[config.mk]
export PLATFORM = sky130hd
export DESIGN_NAME = control_unit
export DESIGN_NICKNAME = d
export VERILOG_FILES = /design/src/common/ctrl_pkg.sv /design/src/decode/instr_decoder.sv /design/src/logic/branch_resolve.sv /design/src/logic/control_unit.sv /design/src/logic/hazard_unit.sv
export SDC_FILE = /design/constraint.sdc
export NUM_CORES = 1
export LEC_CHECK = 0
export ABC_AREA = 1
export BUFFER_PORTS_ARGS = -buffer_cell sky130_fd_sc_hd__clkbuf_2
export CAP_MARGIN = 20
export CELL_PAD_IN_SITES_DETAIL_PLACEMENT = 0
export CELL_PAD_IN_SITES_GLOBAL_PLACEMENT = 1
export CORE_MARGIN = 2
export CORE_UTILIZATION = 25
export CTS_CLUSTER_SIZE = 14
export DETAILED_ROUTE_END_ITERATION = 7
export GPL_ROUTABILITY_DRIVEN = 1
export PLACE_DENSITY = 0.75
export SLEW_MARGIN = 5
export SYNTH_ARGS = -nofsm -noshare
export SYNTH_HDL_FRONTEND = slang
export SYNTH_HIERARCHICAL = 1
export SYNTH_SLANG_ARGS = --single-unit
[constraint.sdc]
create_clock -name i_clk -period 3.47 [get_ports i_clk]
set_input_delay 0.5205 -clock i_clk [delete_from_list [all_inputs] [get_ports i_clk]]
set_output_delay 0.5205 -clock i_clk [all_outputs]
set_load 0.02 [all_outputs]
[src/common/ctrl_pkg.sv]
package ctrl_pkg;

    localparam int XLEN       = 32;
    localparam int REG_ADDR_W = 5;
    localparam int OPCODE_W   = 7;
    localparam int FUNCT3_W   = 3;
    localparam int FUNCT7_W   = 7;
    localparam int ALU_OP_W   = 5;

    localparam logic [FUNCT7_W-1:0] F7_BASE = 7'b0000000; // add, srl and the rest
    localparam logic [FUNCT7_W-1:0] F7_ALT  = 7'b0100000; // sub, sra

    // RV32I major opcodes
    typedef enum logic [OPCODE_W-1:0] {
        OP     = 7'b0110011,
        OP_IMM = 7'b0010011,
        BRANCH = 7'b1100011,
        LOAD   = 7'b0000011,
        STORE  = 7'b0100011,
        LUI    = 7'b0110111,
        AUIPC  = 7'b0010111,
        JAL    = 7'b1101111,
        JALR   = 7'b1100111
    } opcode_e;

    typedef enum logic [ALU_OP_W-1:0] {
        ALU_AND    = 5'd0,
        ALU_OR     = 5'd1,
        ALU_ADD    = 5'd2,
        ALU_SUB    = 5'd3,
        ALU_SLL    = 5'd4,
        ALU_SRL    = 5'd5,
        ALU_SRA    = 5'd6,
        ALU_XOR    = 5'd7,
        ALU_PASS_B = 5'd8  // lui, immediate straight through
    } alu_op_e;

    typedef enum logic [1:0] {
        PC_PLUS4  = 2'd0,
        PC_TARGET = 2'd1, // taken branch or jalr
        PC_JAL    = 2'd2,
        PC_RESET  = 2'd3
    } pc_sel_e;

    typedef enum logic [1:0] {
        FWD_NONE     = 2'd0,
        FWD_EXE_ALU  = 2'd1,
        FWD_MEM_ALU  = 2'd2,
        FWD_MEM_LOAD = 2'd3
    } fwd_sel_e;

    // branch conditions, signedness comes from compare_signed
    typedef enum logic [2:0] {
        BR_NONE = 3'd0,
        BR_EQ   = 3'd1,
        BR_NE   = 3'd2,
        BR_LT   = 3'd3,
        BR_GE   = 3'd4
    } branch_cond_e;

    typedef struct packed {
        logic    wreg;           // register file write
        logic    wmem;           // data memory write
        logic    mem2reg;        // writeback from memory
        alu_op_e alu_op;
        logic    aluimm;         // immediate as operand b
        logic    signext;
        logic    jal;            // link pc+4 into rd
        logic    jalr;
        logic    auipc;
        logic    slt_instr;
        logic    compare_signed;
        logic    compare_imm;
        logic    ls_b;           // byte access
        logic    ls_h;           // halfword access
        logic    load_signext;
    } ctrl_word_t;

    // state of an instruction further down the pipe
    typedef struct packed {
        logic                  wreg;
        logic                  mem2reg;
        logic [REG_ADDR_W-1:0] rd;
    } stage_info_t;

endpackage

[src/decode/instr_decoder.sv]
`timescale 1ns/1ps

module instr_decoder
    import ctrl_pkg::*;
(
    input  logic [XLEN-1:0]       i_instr,
    input  logic                  i_valid,
    output ctrl_word_t            o_ctrl,
    output logic                  o_use_rs1,
    output logic                  o_use_rs2,
    output logic [REG_ADDR_W-1:0] o_rs1,
    output logic [REG_ADDR_W-1:0] o_rs2,
    output branch_cond_e          o_br_cond,
    output pc_sel_e               o_jump_sel
);

    opcode_e             opcode;
    logic [FUNCT3_W-1:0] funct3;
    logic [FUNCT7_W-1:0] funct7;
    logic                unknown; // word outside the kept subset

    assign opcode = opcode_e'(i_instr[6:0]);
    assign funct3 = i_instr[14:12];
    assign funct7 = i_instr[31:25];
    assign o_rs1  = i_instr[19:15];
    assign o_rs2  = i_instr[24:20];

    // base encodings, slt and sltu leave ALU_AND
    function automatic alu_op_e base_alu_op(input logic [FUNCT3_W-1:0] f3);
        case (f3)
            3'b000:  return ALU_ADD;
            3'b001:  return ALU_SLL;
            3'b100:  return ALU_XOR;
            3'b101:  return ALU_SRL;
            3'b110:  return ALU_OR;
            default: return ALU_AND;
        endcase
    endfunction

    always_comb
    begin
        o_ctrl     = '0;
        o_use_rs1  = 1'b0;
        o_use_rs2  = 1'b0;
        o_br_cond  = BR_NONE;
        o_jump_sel = PC_PLUS4;
        unknown    = 1'b0;
        case (opcode)
            OP:
            begin
                o_ctrl.wreg           = 1'b1;
                o_ctrl.alu_op         = base_alu_op(funct3);
                o_ctrl.slt_instr      = (funct3 == 3'b010) || (funct3 == 3'b011);
                o_ctrl.compare_signed = (funct3 == 3'b010);
                o_use_rs1             = 1'b1;
                o_use_rs2             = 1'b1;
                if (funct7 == F7_ALT)
                begin
                    case (funct3)
                        3'b000:  o_ctrl.alu_op = ALU_SUB;
                        3'b101:  o_ctrl.alu_op = ALU_SRA;
                        default: unknown = 1'b1;
                    endcase
                end
                else if (funct7 != F7_BASE)
                begin
                    unknown = 1'b1; // m extension and the rest
                end
            end
            OP_IMM:
            begin
                o_ctrl.wreg           = 1'b1;
                o_ctrl.alu_op         = base_alu_op(funct3);
                o_ctrl.aluimm         = 1'b1;
                o_ctrl.signext        = 1'b1;
                o_ctrl.slt_instr      = (funct3 == 3'b010) || (funct3 == 3'b011);
                o_ctrl.compare_signed = (funct3 == 3'b010);
                o_ctrl.compare_imm    = (funct3 == 3'b010) || (funct3 == 3'b011);
                o_use_rs1             = 1'b1;
                if ((funct3 == 3'b101) && (funct7 == F7_ALT))
                begin
                    o_ctrl.alu_op = ALU_SRA;
                end
                else if (((funct3 == 3'b001) || (funct3 == 3'b101)) && (funct7 != F7_BASE))
                begin
                    unknown = 1'b1; // upper shamt bits must be clean
                end
            end
            LOAD:
            begin
                o_ctrl.wreg         = 1'b1;
                o_ctrl.mem2reg      = 1'b1;
                o_ctrl.alu_op       = ALU_ADD;
                o_ctrl.aluimm       = 1'b1;
                o_ctrl.signext      = 1'b1;
                o_ctrl.ls_b         = (funct3[1:0] == 2'b00);
                o_ctrl.ls_h         = (funct3[1:0] == 2'b01);
                o_ctrl.load_signext = ~funct3[2] & ~funct3[1]; // lb and lh only
                o_use_rs1           = 1'b1;
                unknown             = (funct3[1:0] == 2'b11) || (funct3 == 3'b110);
            end
            STORE:
            begin
                o_ctrl.wmem    = 1'b1;
                o_ctrl.alu_op  = ALU_ADD;
                o_ctrl.aluimm  = 1'b1;
                o_ctrl.signext = 1'b1;
                o_ctrl.ls_b    = (funct3 == 3'b000);
                o_ctrl.ls_h    = (funct3 == 3'b001);
                o_use_rs1      = 1'b1;
                o_use_rs2      = 1'b1;
                unknown        = funct3[2] || (funct3[1:0] == 2'b11);
            end
            BRANCH:
            begin
                o_ctrl.compare_signed = ~funct3[1]; // bltu and bgeu compare unsigned
                o_use_rs1             = 1'b1;
                o_use_rs2             = 1'b1;
                case (funct3)
                    3'b000:         o_br_cond = BR_EQ;
                    3'b001:         o_br_cond = BR_NE;
                    3'b100, 3'b110: o_br_cond = BR_LT;
                    3'b101, 3'b111: o_br_cond = BR_GE;
                    default:        unknown = 1'b1;
                endcase
            end
            LUI:
            begin
                o_ctrl.wreg   = 1'b1;
                o_ctrl.alu_op = ALU_PASS_B;
                o_ctrl.aluimm = 1'b1;
            end
            AUIPC:
            begin
                o_ctrl.wreg   = 1'b1;
                o_ctrl.alu_op = ALU_ADD;
                o_ctrl.aluimm = 1'b1;
                o_ctrl.auipc  = 1'b1;
            end
            JAL:
            begin
                o_ctrl.wreg = 1'b1;
                o_ctrl.jal  = 1'b1;
                o_jump_sel  = PC_JAL;
            end
            JALR:
            begin
                o_ctrl.wreg    = 1'b1;
                o_ctrl.alu_op  = ALU_ADD;
                o_ctrl.aluimm  = 1'b1;
                o_ctrl.signext = 1'b1;
                o_ctrl.jal     = 1'b1; // links like jal
                o_ctrl.jalr    = 1'b1;
                o_use_rs1      = 1'b1;
                o_jump_sel     = PC_TARGET;
                unknown        = (funct3 != 3'b000);
            end
            default:
            begin
                unknown = 1'b1;
            end
        endcase
        if (!i_valid || unknown)
        begin
            o_ctrl     = '0; // bubble
            o_use_rs1  = 1'b0;
            o_use_rs2  = 1'b0;
            o_br_cond  = BR_NONE;
            o_jump_sel = PC_PLUS4;
        end
    end

endmodule

[src/logic/branch_resolve.sv]
`timescale 1ns/1ps

module branch_resolve
    import ctrl_pkg::*;
(
    input  logic         i_resetn,
    input  branch_cond_e i_br_cond,
    input  pc_sel_e      i_jump_sel,
    input  logic         i_compare_lt,
    input  logic         i_compare_eq,
    output pc_sel_e      o_pc_sel,
    output logic         o_flush
);

    logic br_taken;

    // comparator already set up for signed or unsigned
    always_comb
    begin
        case (i_br_cond)
            BR_EQ:   br_taken = i_compare_eq;
            BR_NE:   br_taken = ~i_compare_eq;
            BR_LT:   br_taken = i_compare_lt;
            BR_GE:   br_taken = ~i_compare_lt;
            default: br_taken = 1'b0;
        endcase
    end

    always_comb
    begin
        if (!i_resetn)
        begin
            o_pc_sel = PC_RESET; // fetch from the reset vector
        end
        else if (br_taken)
        begin
            o_pc_sel = PC_TARGET;
        end
        else
        begin
            o_pc_sel = i_jump_sel; // jal, jalr or pc+4
        end
    end

    // anything but pc+4 kills the fetched word
    assign o_flush = (o_pc_sel != PC_PLUS4);

endmodule

[src/logic/control_unit.sv]
`timescale 1ns/1ps

module control_unit
    import ctrl_pkg::*;
(
    input  logic            i_clk,
    input  logic            i_resetn,
    input  logic [XLEN-1:0] i_instr,
    input  logic            i_valid,
    input  logic            i_compare_lt,
    input  logic            i_compare_eq,
    input  stage_info_t     i_exe,
    input  stage_info_t     i_mem,
    output fwd_sel_e        o_fwd_a,
    output fwd_sel_e        o_fwd_b,
    output logic            o_not_stall,
    output pc_sel_e         o_pc_sel,
    output logic            o_flush,
    output ctrl_word_t      o_ctrl
);

    ctrl_word_t            dec_ctrl;
    ctrl_word_t            idex_next;
    logic                  use_rs1;
    logic                  use_rs2;
    logic [REG_ADDR_W-1:0] rs1;
    logic [REG_ADDR_W-1:0] rs2;
    branch_cond_e          br_cond;
    pc_sel_e               jump_sel;
    logic                  not_stall;

    instr_decoder u_instr_decoder (
        .i_instr    (i_instr),
        .i_valid    (i_valid),
        .o_ctrl     (dec_ctrl),
        .o_use_rs1  (use_rs1),
        .o_use_rs2  (use_rs2),
        .o_rs1      (rs1),
        .o_rs2      (rs2),
        .o_br_cond  (br_cond),
        .o_jump_sel (jump_sel)
    );

    hazard_unit u_hazard_unit (
        .i_rs1       (rs1),
        .i_rs2       (rs2),
        .i_use_rs1   (use_rs1),
        .i_use_rs2   (use_rs2),
        .i_exe       (i_exe),
        .i_mem       (i_mem),
        .o_fwd_a     (o_fwd_a),
        .o_fwd_b     (o_fwd_b),
        .o_not_stall (not_stall)
    );

    branch_resolve u_branch_resolve (
        .i_resetn     (i_resetn),
        .i_br_cond    (br_cond),
        .i_jump_sel   (jump_sel),
        .i_compare_lt (i_compare_lt),
        .i_compare_eq (i_compare_eq),
        .o_pc_sel     (o_pc_sel),
        .o_flush      (o_flush)
    );

    // stalled word becomes a bubble, other fields kept
    always_comb
    begin
        idex_next      = dec_ctrl;
        idex_next.wreg = dec_ctrl.wreg & not_stall;
        idex_next.wmem = dec_ctrl.wmem & not_stall;
    end

    always_ff @(posedge i_clk)
    begin
        if (!i_resetn)
        begin
            o_ctrl <= '0; // no writes out of reset
        end
        else
        begin
            o_ctrl <= idex_next;
        end
    end

    assign o_not_stall = not_stall;

endmodule

[src/logic/hazard_unit.sv]
`timescale 1ns/1ps

module hazard_unit
    import ctrl_pkg::*;
(
    input  logic [REG_ADDR_W-1:0] i_rs1,
    input  logic [REG_ADDR_W-1:0] i_rs2,
    input  logic                  i_use_rs1,
    input  logic                  i_use_rs2,
    input  stage_info_t           i_exe,
    input  stage_info_t           i_mem,
    output fwd_sel_e              o_fwd_a,
    output fwd_sel_e              o_fwd_b,
    output logic                  o_not_stall
);

    logic exe_load_hit; // exe load targets a used source

    // first match wins, exe before mem, mem alu before mem load
    function automatic fwd_sel_e fwd_pick(
        input logic [REG_ADDR_W-1:0] rs,
        input stage_info_t           exe,
        input stage_info_t           mem
    );
        logic exe_hit;
        logic mem_hit;
        exe_hit = exe.wreg && (exe.rd != '0) && (exe.rd == rs);
        mem_hit = mem.wreg && (mem.rd != '0) && (mem.rd == rs);
        if (exe_hit && !exe.mem2reg)
        begin
            return FWD_EXE_ALU;
        end
        else if (mem_hit && !mem.mem2reg)
        begin
            return FWD_MEM_ALU;
        end
        else if (mem_hit && mem.mem2reg)
        begin
            return FWD_MEM_LOAD;
        end
        return FWD_NONE;
    endfunction

    always_comb
    begin
        o_fwd_a = fwd_pick(i_rs1, i_exe, i_mem);
        o_fwd_b = fwd_pick(i_rs2, i_exe, i_mem);
    end

    // load result not ready until mem, so hold decode one cycle
    always_comb
    begin
        exe_load_hit = 1'b0;
        if (i_exe.wreg && i_exe.mem2reg && (i_exe.rd != '0))
        begin
            exe_load_hit = (i_use_rs1 && (i_exe.rd == i_rs1)) ||
                           (i_use_rs2 && (i_exe.rd == i_rs2));
        end
    end

    assign o_not_stall = ~exe_load_hit;

endmodule

Word level (Yosys, flattened, before mapping) --
Cells that the tools add are included.
Storage, ports and cells: flip-flop bits (word level) 19, input bits 51, output and inout bits 27, logic and storage cells 158
Cells by class: eq/ne operators 27, muxes and demuxes 53, bitwise gates (word level) 12, reduce and logical (&&, ||, !) cells 51
Operator list (count):
- $eq 7x6->1 const B | 4
- $mux 1 | 28
- $mux 2 | 11
- $eq 7x7->1 const B | 3
- $eq 5x5->1 | 4
- $pmux 5 s4 | 1
- $mux 19 | 1
- $logic_and 1x1->1 | 18
- $reduce_or 6->1 | 3
- $eq 3x3->1 const B | 5
- $pmux 3 s5 | 1
- $reduce_or 3->1 | 5
- $eq 7x5->1 const B | 2
- $eq 3x2->1 const B | 4
- $pmux 3 s4 | 1
- $reduce_or 2->1 | 6
- $pmux 5 s2 | 1
- $reduce_bool 5->1 | 2
- $mux 3 | 3
- $not 1->1 | 9
- $pmux 2 s2 | 2
- $reduce_or 4->1 | 2
- $eq 7x2->1 const B | 1
- $pmux 1 s7 | 1
- 15 further kinds | 25

Logic depth before layout (Yosys ltp) --
depth in word-level cells 13, depth in mapped cells 16, mapped depth without buffers 15

Modules after synthesis --
The synthesis kept the hierarchy.
By module, submodules not included:
- instr_decoder | instances 1, cells each 152, area each 728.2 µm², seq. area each 0.0 µm²
- control_unit | instances 1, cells each 60, area each 560.5 µm², seq. area each 380.4 µm²
- hazard_unit | instances 1, cells each 88, area each 424.2 µm², seq. area each 0.0 µm²
- branch_resolve | instances 1, cells each 17, area each 90.1 µm², seq. area each 0.0 µm²

Worst setup path after synthesis --
Ideal clock, no wire load.
path kind in2out, start input port i_instr[2], end output port o_flush, data arrival time 2025 ps, required time 2949 ps, setup slack 924 ps, stages 14, buffers on the path 2, path through inv_1 > nand2_1 > nor2_4 > nand2_2 > nor2_2 > nand2_1 > nand2_1 > nand2_2 > nand2_4 > buf_6 > nor2_1 > buf_4 > nor2_1 > nand4_1
On the way: elaborated cells on any way between the ends 24, classes of those cells 13 x eq/ne; 8 x mux; 3 x reduce/logical
RTL lines:
- from (decl) | RTL line control_unit.sv:8 | input logic [XLEN-1:0] i_instr,
- $eq 7x7->1, or another cell as far along | RTL line instr_decoder.sv:48 | case (opcode)
- $reduce_or 3->1 (no line)
- $pmux 1 s7 | RTL line instr_decoder.sv:48
- $logic_or 1x1->1 | RTL line instr_decoder.sv:163 | if (!i_valid || unknown)
- $mux 2 (*) | RTL line instr_decoder.sv:163
- net jump_sel[0] | RTL line control_unit.sv:29 | pc_sel_e jump_sel;
- $mux 2 (*) | RTL line branch_resolve.sv:35 | else if (br_taken)
- $mux 2 (*) | RTL line branch_resolve.sv:31 | if (!i_resetn)
- $reduce_bool 2->1 (*) | RTL line branch_resolve.sv:46 | assign o_flush = (o_pc_sel != PC_PLUS4);
- to (decl) | RTL line control_unit.sv:18 | output logic o_flush,
Mark *: on every way through the listed nets, which the timed path passes. The rest lies on a longest branch.

Final worst setup path --
start input port i_instr[2], end output port o_pc_sel[1]
On the way: cells in the longest elaborated chain, start to end 9, elaborated cells on any way between the ends 23, classes of those cells 13 x eq/ne; 8 x mux; 2 x reduce/logical
RTL lines:
- $eq 7x7->1, or another cell as far along | RTL line instr_decoder.sv:48
- $reduce_or 3->1 (no line)
- $pmux 1 s7 | RTL line instr_decoder.sv:48
- $logic_or 1x1->1 | RTL line instr_decoder.sv:163
- $mux 3 (*) | RTL line instr_decoder.sv:163
- net br_cond[0] | RTL line control_unit.sv:28 | branch_cond_e br_cond;
- $eq 3x3->1, or another cell as far along | RTL line branch_resolve.sv:20 | case (i_br_cond)
- $pmux 1 s4 (*) | RTL line branch_resolve.sv:20
- $mux 2 (*) | RTL line branch_resolve.sv:35
- $mux 2 (*) | RTL line branch_resolve.sv:31
- to (decl) | RTL line control_unit.sv:17 | output pc_sel_e o_pc_sel,
Marks and branches as above.

==> qor.txt <==
Max H-tree Level: 1
Synth area leaders: dfxtp_1, nand2_1, inv_1, nor2_1, nand3_1
Clk sinks: 19
Ant. Diodes: 0
Mapped Area: 0.001803 mm2
FP Rows: 30
Yosys warning total: 6
Gr ovfl total: 0
EDFF count, synth: 0
Most common cell after layout, fill and taps aside: nand2_1
Detailed placement HPWL: 3.969 mm
Critical Path Start: i_instr[2]
Min-Delay Path Class: input pin to flop
Setup TNS: 0 ps
Final Wtd Congestion: 0.8017
WL/cell: 9.512 um
Synth cell types: 28
Min-delay src: i_exe[5]
Post-Synth XOR/XNOR Area: 0.05829
CTS clock-pin slew for the worst setup and hold paths: 60 ps
Adder-Cell Fraction of Synth Area: 0
Area Overhead vs Synth: 21.51%
Max incr delay on CP: 200 ps
Critical path endpoint category: primary output
Chip height: 88.93 um
IO buf count: 72
Avg Cell Area, Syn: 5.688 um2
Net count after synthesis: 368
Met3 usage: 0.02216
Largest registers: o_ctrl (19)
CTS tree: built
Postcts setup bufs: 0
Post-CTS sizing: 0
Post-synthesis sequential area ratio: 0.2110
Post-synth top flop: dfxtp_1
Cells along the critical path: clkbuf_2, inv_1, nand2_1, nor2_4, nand2_2, nor2_2, nand2_1, nand2_1, nand2_2, nand3_1, nor2_1, nor2_1, nand3_2, nand3_2, nand2_2, clkbuf_2
Post-route ant nets: 0
Die Span X: 88.93 um
# DRC: 0
Routed WL: 4.499 mm
Num ports: 78
Layout cells sized above 1: 0.2599
Core box area: 0.006869 mm2
Vias per Instance: 4.106
Cell Count, Final, Fillers Out: 473
Max reg flops: 19
Startpoint types: input pin
Biggest register: o_ctrl
Leading area contributor after synthesis: dfxtp_1
Leak: 1.320 nW
Crit Path Max Fanout: 6
Global-route wire length before repair: 7.983 mm
Cell area power density: 219.9 mW/mm2
Ys async rst share: 0
Worst EP required: 2950 ps
Fmax: 344.8 MHz
Non-Filler Cell Area, Final: 0.002191 mm2
Initial antenna violation count: 0
Final Max Tran Viols: 0
Starting density of the core: 0.2625
Final period util: 0.8357
Run status: complete, no violations
CTS root buf: clkbuf_8
GR peak layer: met2
Commonest cells after routing, fill and taps aside: nand2_1, clkbuf_2, inv_1
Synth Area in Simple Gates: 0.4892
Arrival time worst endpoint: 2380 ps
Initial drt markers: 75
Yosys reg bits: 19
Vias in the first global route: 1814
Main combinational cell family by area after synthesis: simple AND/OR/NAND/NOR gates
Kind of critical path: input pin to primary output
Crit path max-delay cell type: nor2_2
Met2 usage: 0.2123
GR Util met1: 0.1658
CTS Buffer Depth: 2
Placed Cells: 469
Pin count of the biggest net entering global routing: 21
Placed cell areas: 0.002146 mm2
Cts hold-fix bufs: 0
Fin. Hold Viols: 0
Post-synthesis cell count: 317
TritonCTS Buffers: 3
Max VDD drop: 0.09648 mV
Final Setup Violations: 0
Min cycle time layout: 2900 ps
GRT Total Usage: 0.1248
Die Area: 0.007908 mm2
DR pass1 iterations: 4
Nets: 429
Routed vias: 1942
RSZ-0062 raised after global routing: no
Synth top area share: 0.2110
Compound-gate portion of the synthesized area: 0.02151
Max-capacitance violation count: 0
Post-synthesis mux area share: 0
Yosys cell counts (3+ instances only):
master	count
nand3_1	29
nor2_2	5
nand2_1	78
o21ai_0	3
nand3_2	4
inv_2	3
xnor2_1	6
dfxtp_1	19
nor3_1	5
inv_1	65
buf_4	12
nand4_1	8
nand2_2	6
nor2_1	52
xor2_1	6
path summary, 6_finish.rpt:
kind | endpoint | slack (ps) | depth (start not counted)
hold / removal | o_ctrl[17] | 720 | 6
setup / recovery | o_pc_sel[1] | 570 | 16
critical path, delay by kind of cell:
family,cells,cell delay (ps)
buffers and inverters,3,320
AND/OR/NAND/NOR,13,1530
stage by stage:
| step | setup WS [ps] | power [mW] | utilization | hold WS, ps |
|---|---|---|---|---|
| after CTS | 560.5 | 0.4886 | 0.3189 | 723.4 |
| after detailed placement | 577.6 | 0.3464 | 0.3124 | 934.8 |
| after floorplan | 924.4 | 0.3097 | - | 737.9 |
| after global placement | 611.2 | 0.3453 | 0.3124 | 934.6 |
| final | 570.0 | 0.4817 | 0.3189 | 717.5 |
| after global routing | 312.7 | 0.5203 | 0.3189 | 738.1 |
cells by family after synthesis:
kind of cell	count (synthesis)
AO/OA/AOI/OAI	7
flip-flops	19
buffers and inverters	84
XOR/XNOR	12
other	1
AND/OR/NAND/NOR	194
power by group:
group	total [mW]	internal, mW	switching, mW
clock network	0.141	0.0811	0.0599
registers	0.219	0.219	0.000157
logic	0.122	0.0470	0.0747
cell type report:
class / count / area (um2)
multi-input combinational: 214 / 1030
timing repair buffer: 72 / 360.3
fill: 783 / 4678
inverter: 68 / 255.2
sequential: 19 / 380.4
clock buffer: 4 / 45.04
tap: 96 / 120.1
per-layer routing:
layer / vias to the layer above / part of all wire
met4: 0 / 0.0056
li1: 1059 / -
met5: - / 0
met1: 824 / 0.47
met2: 57 / 0.46
met3: 2 / 0.065
No activity file was read; power rests on OpenSTA's default activity.
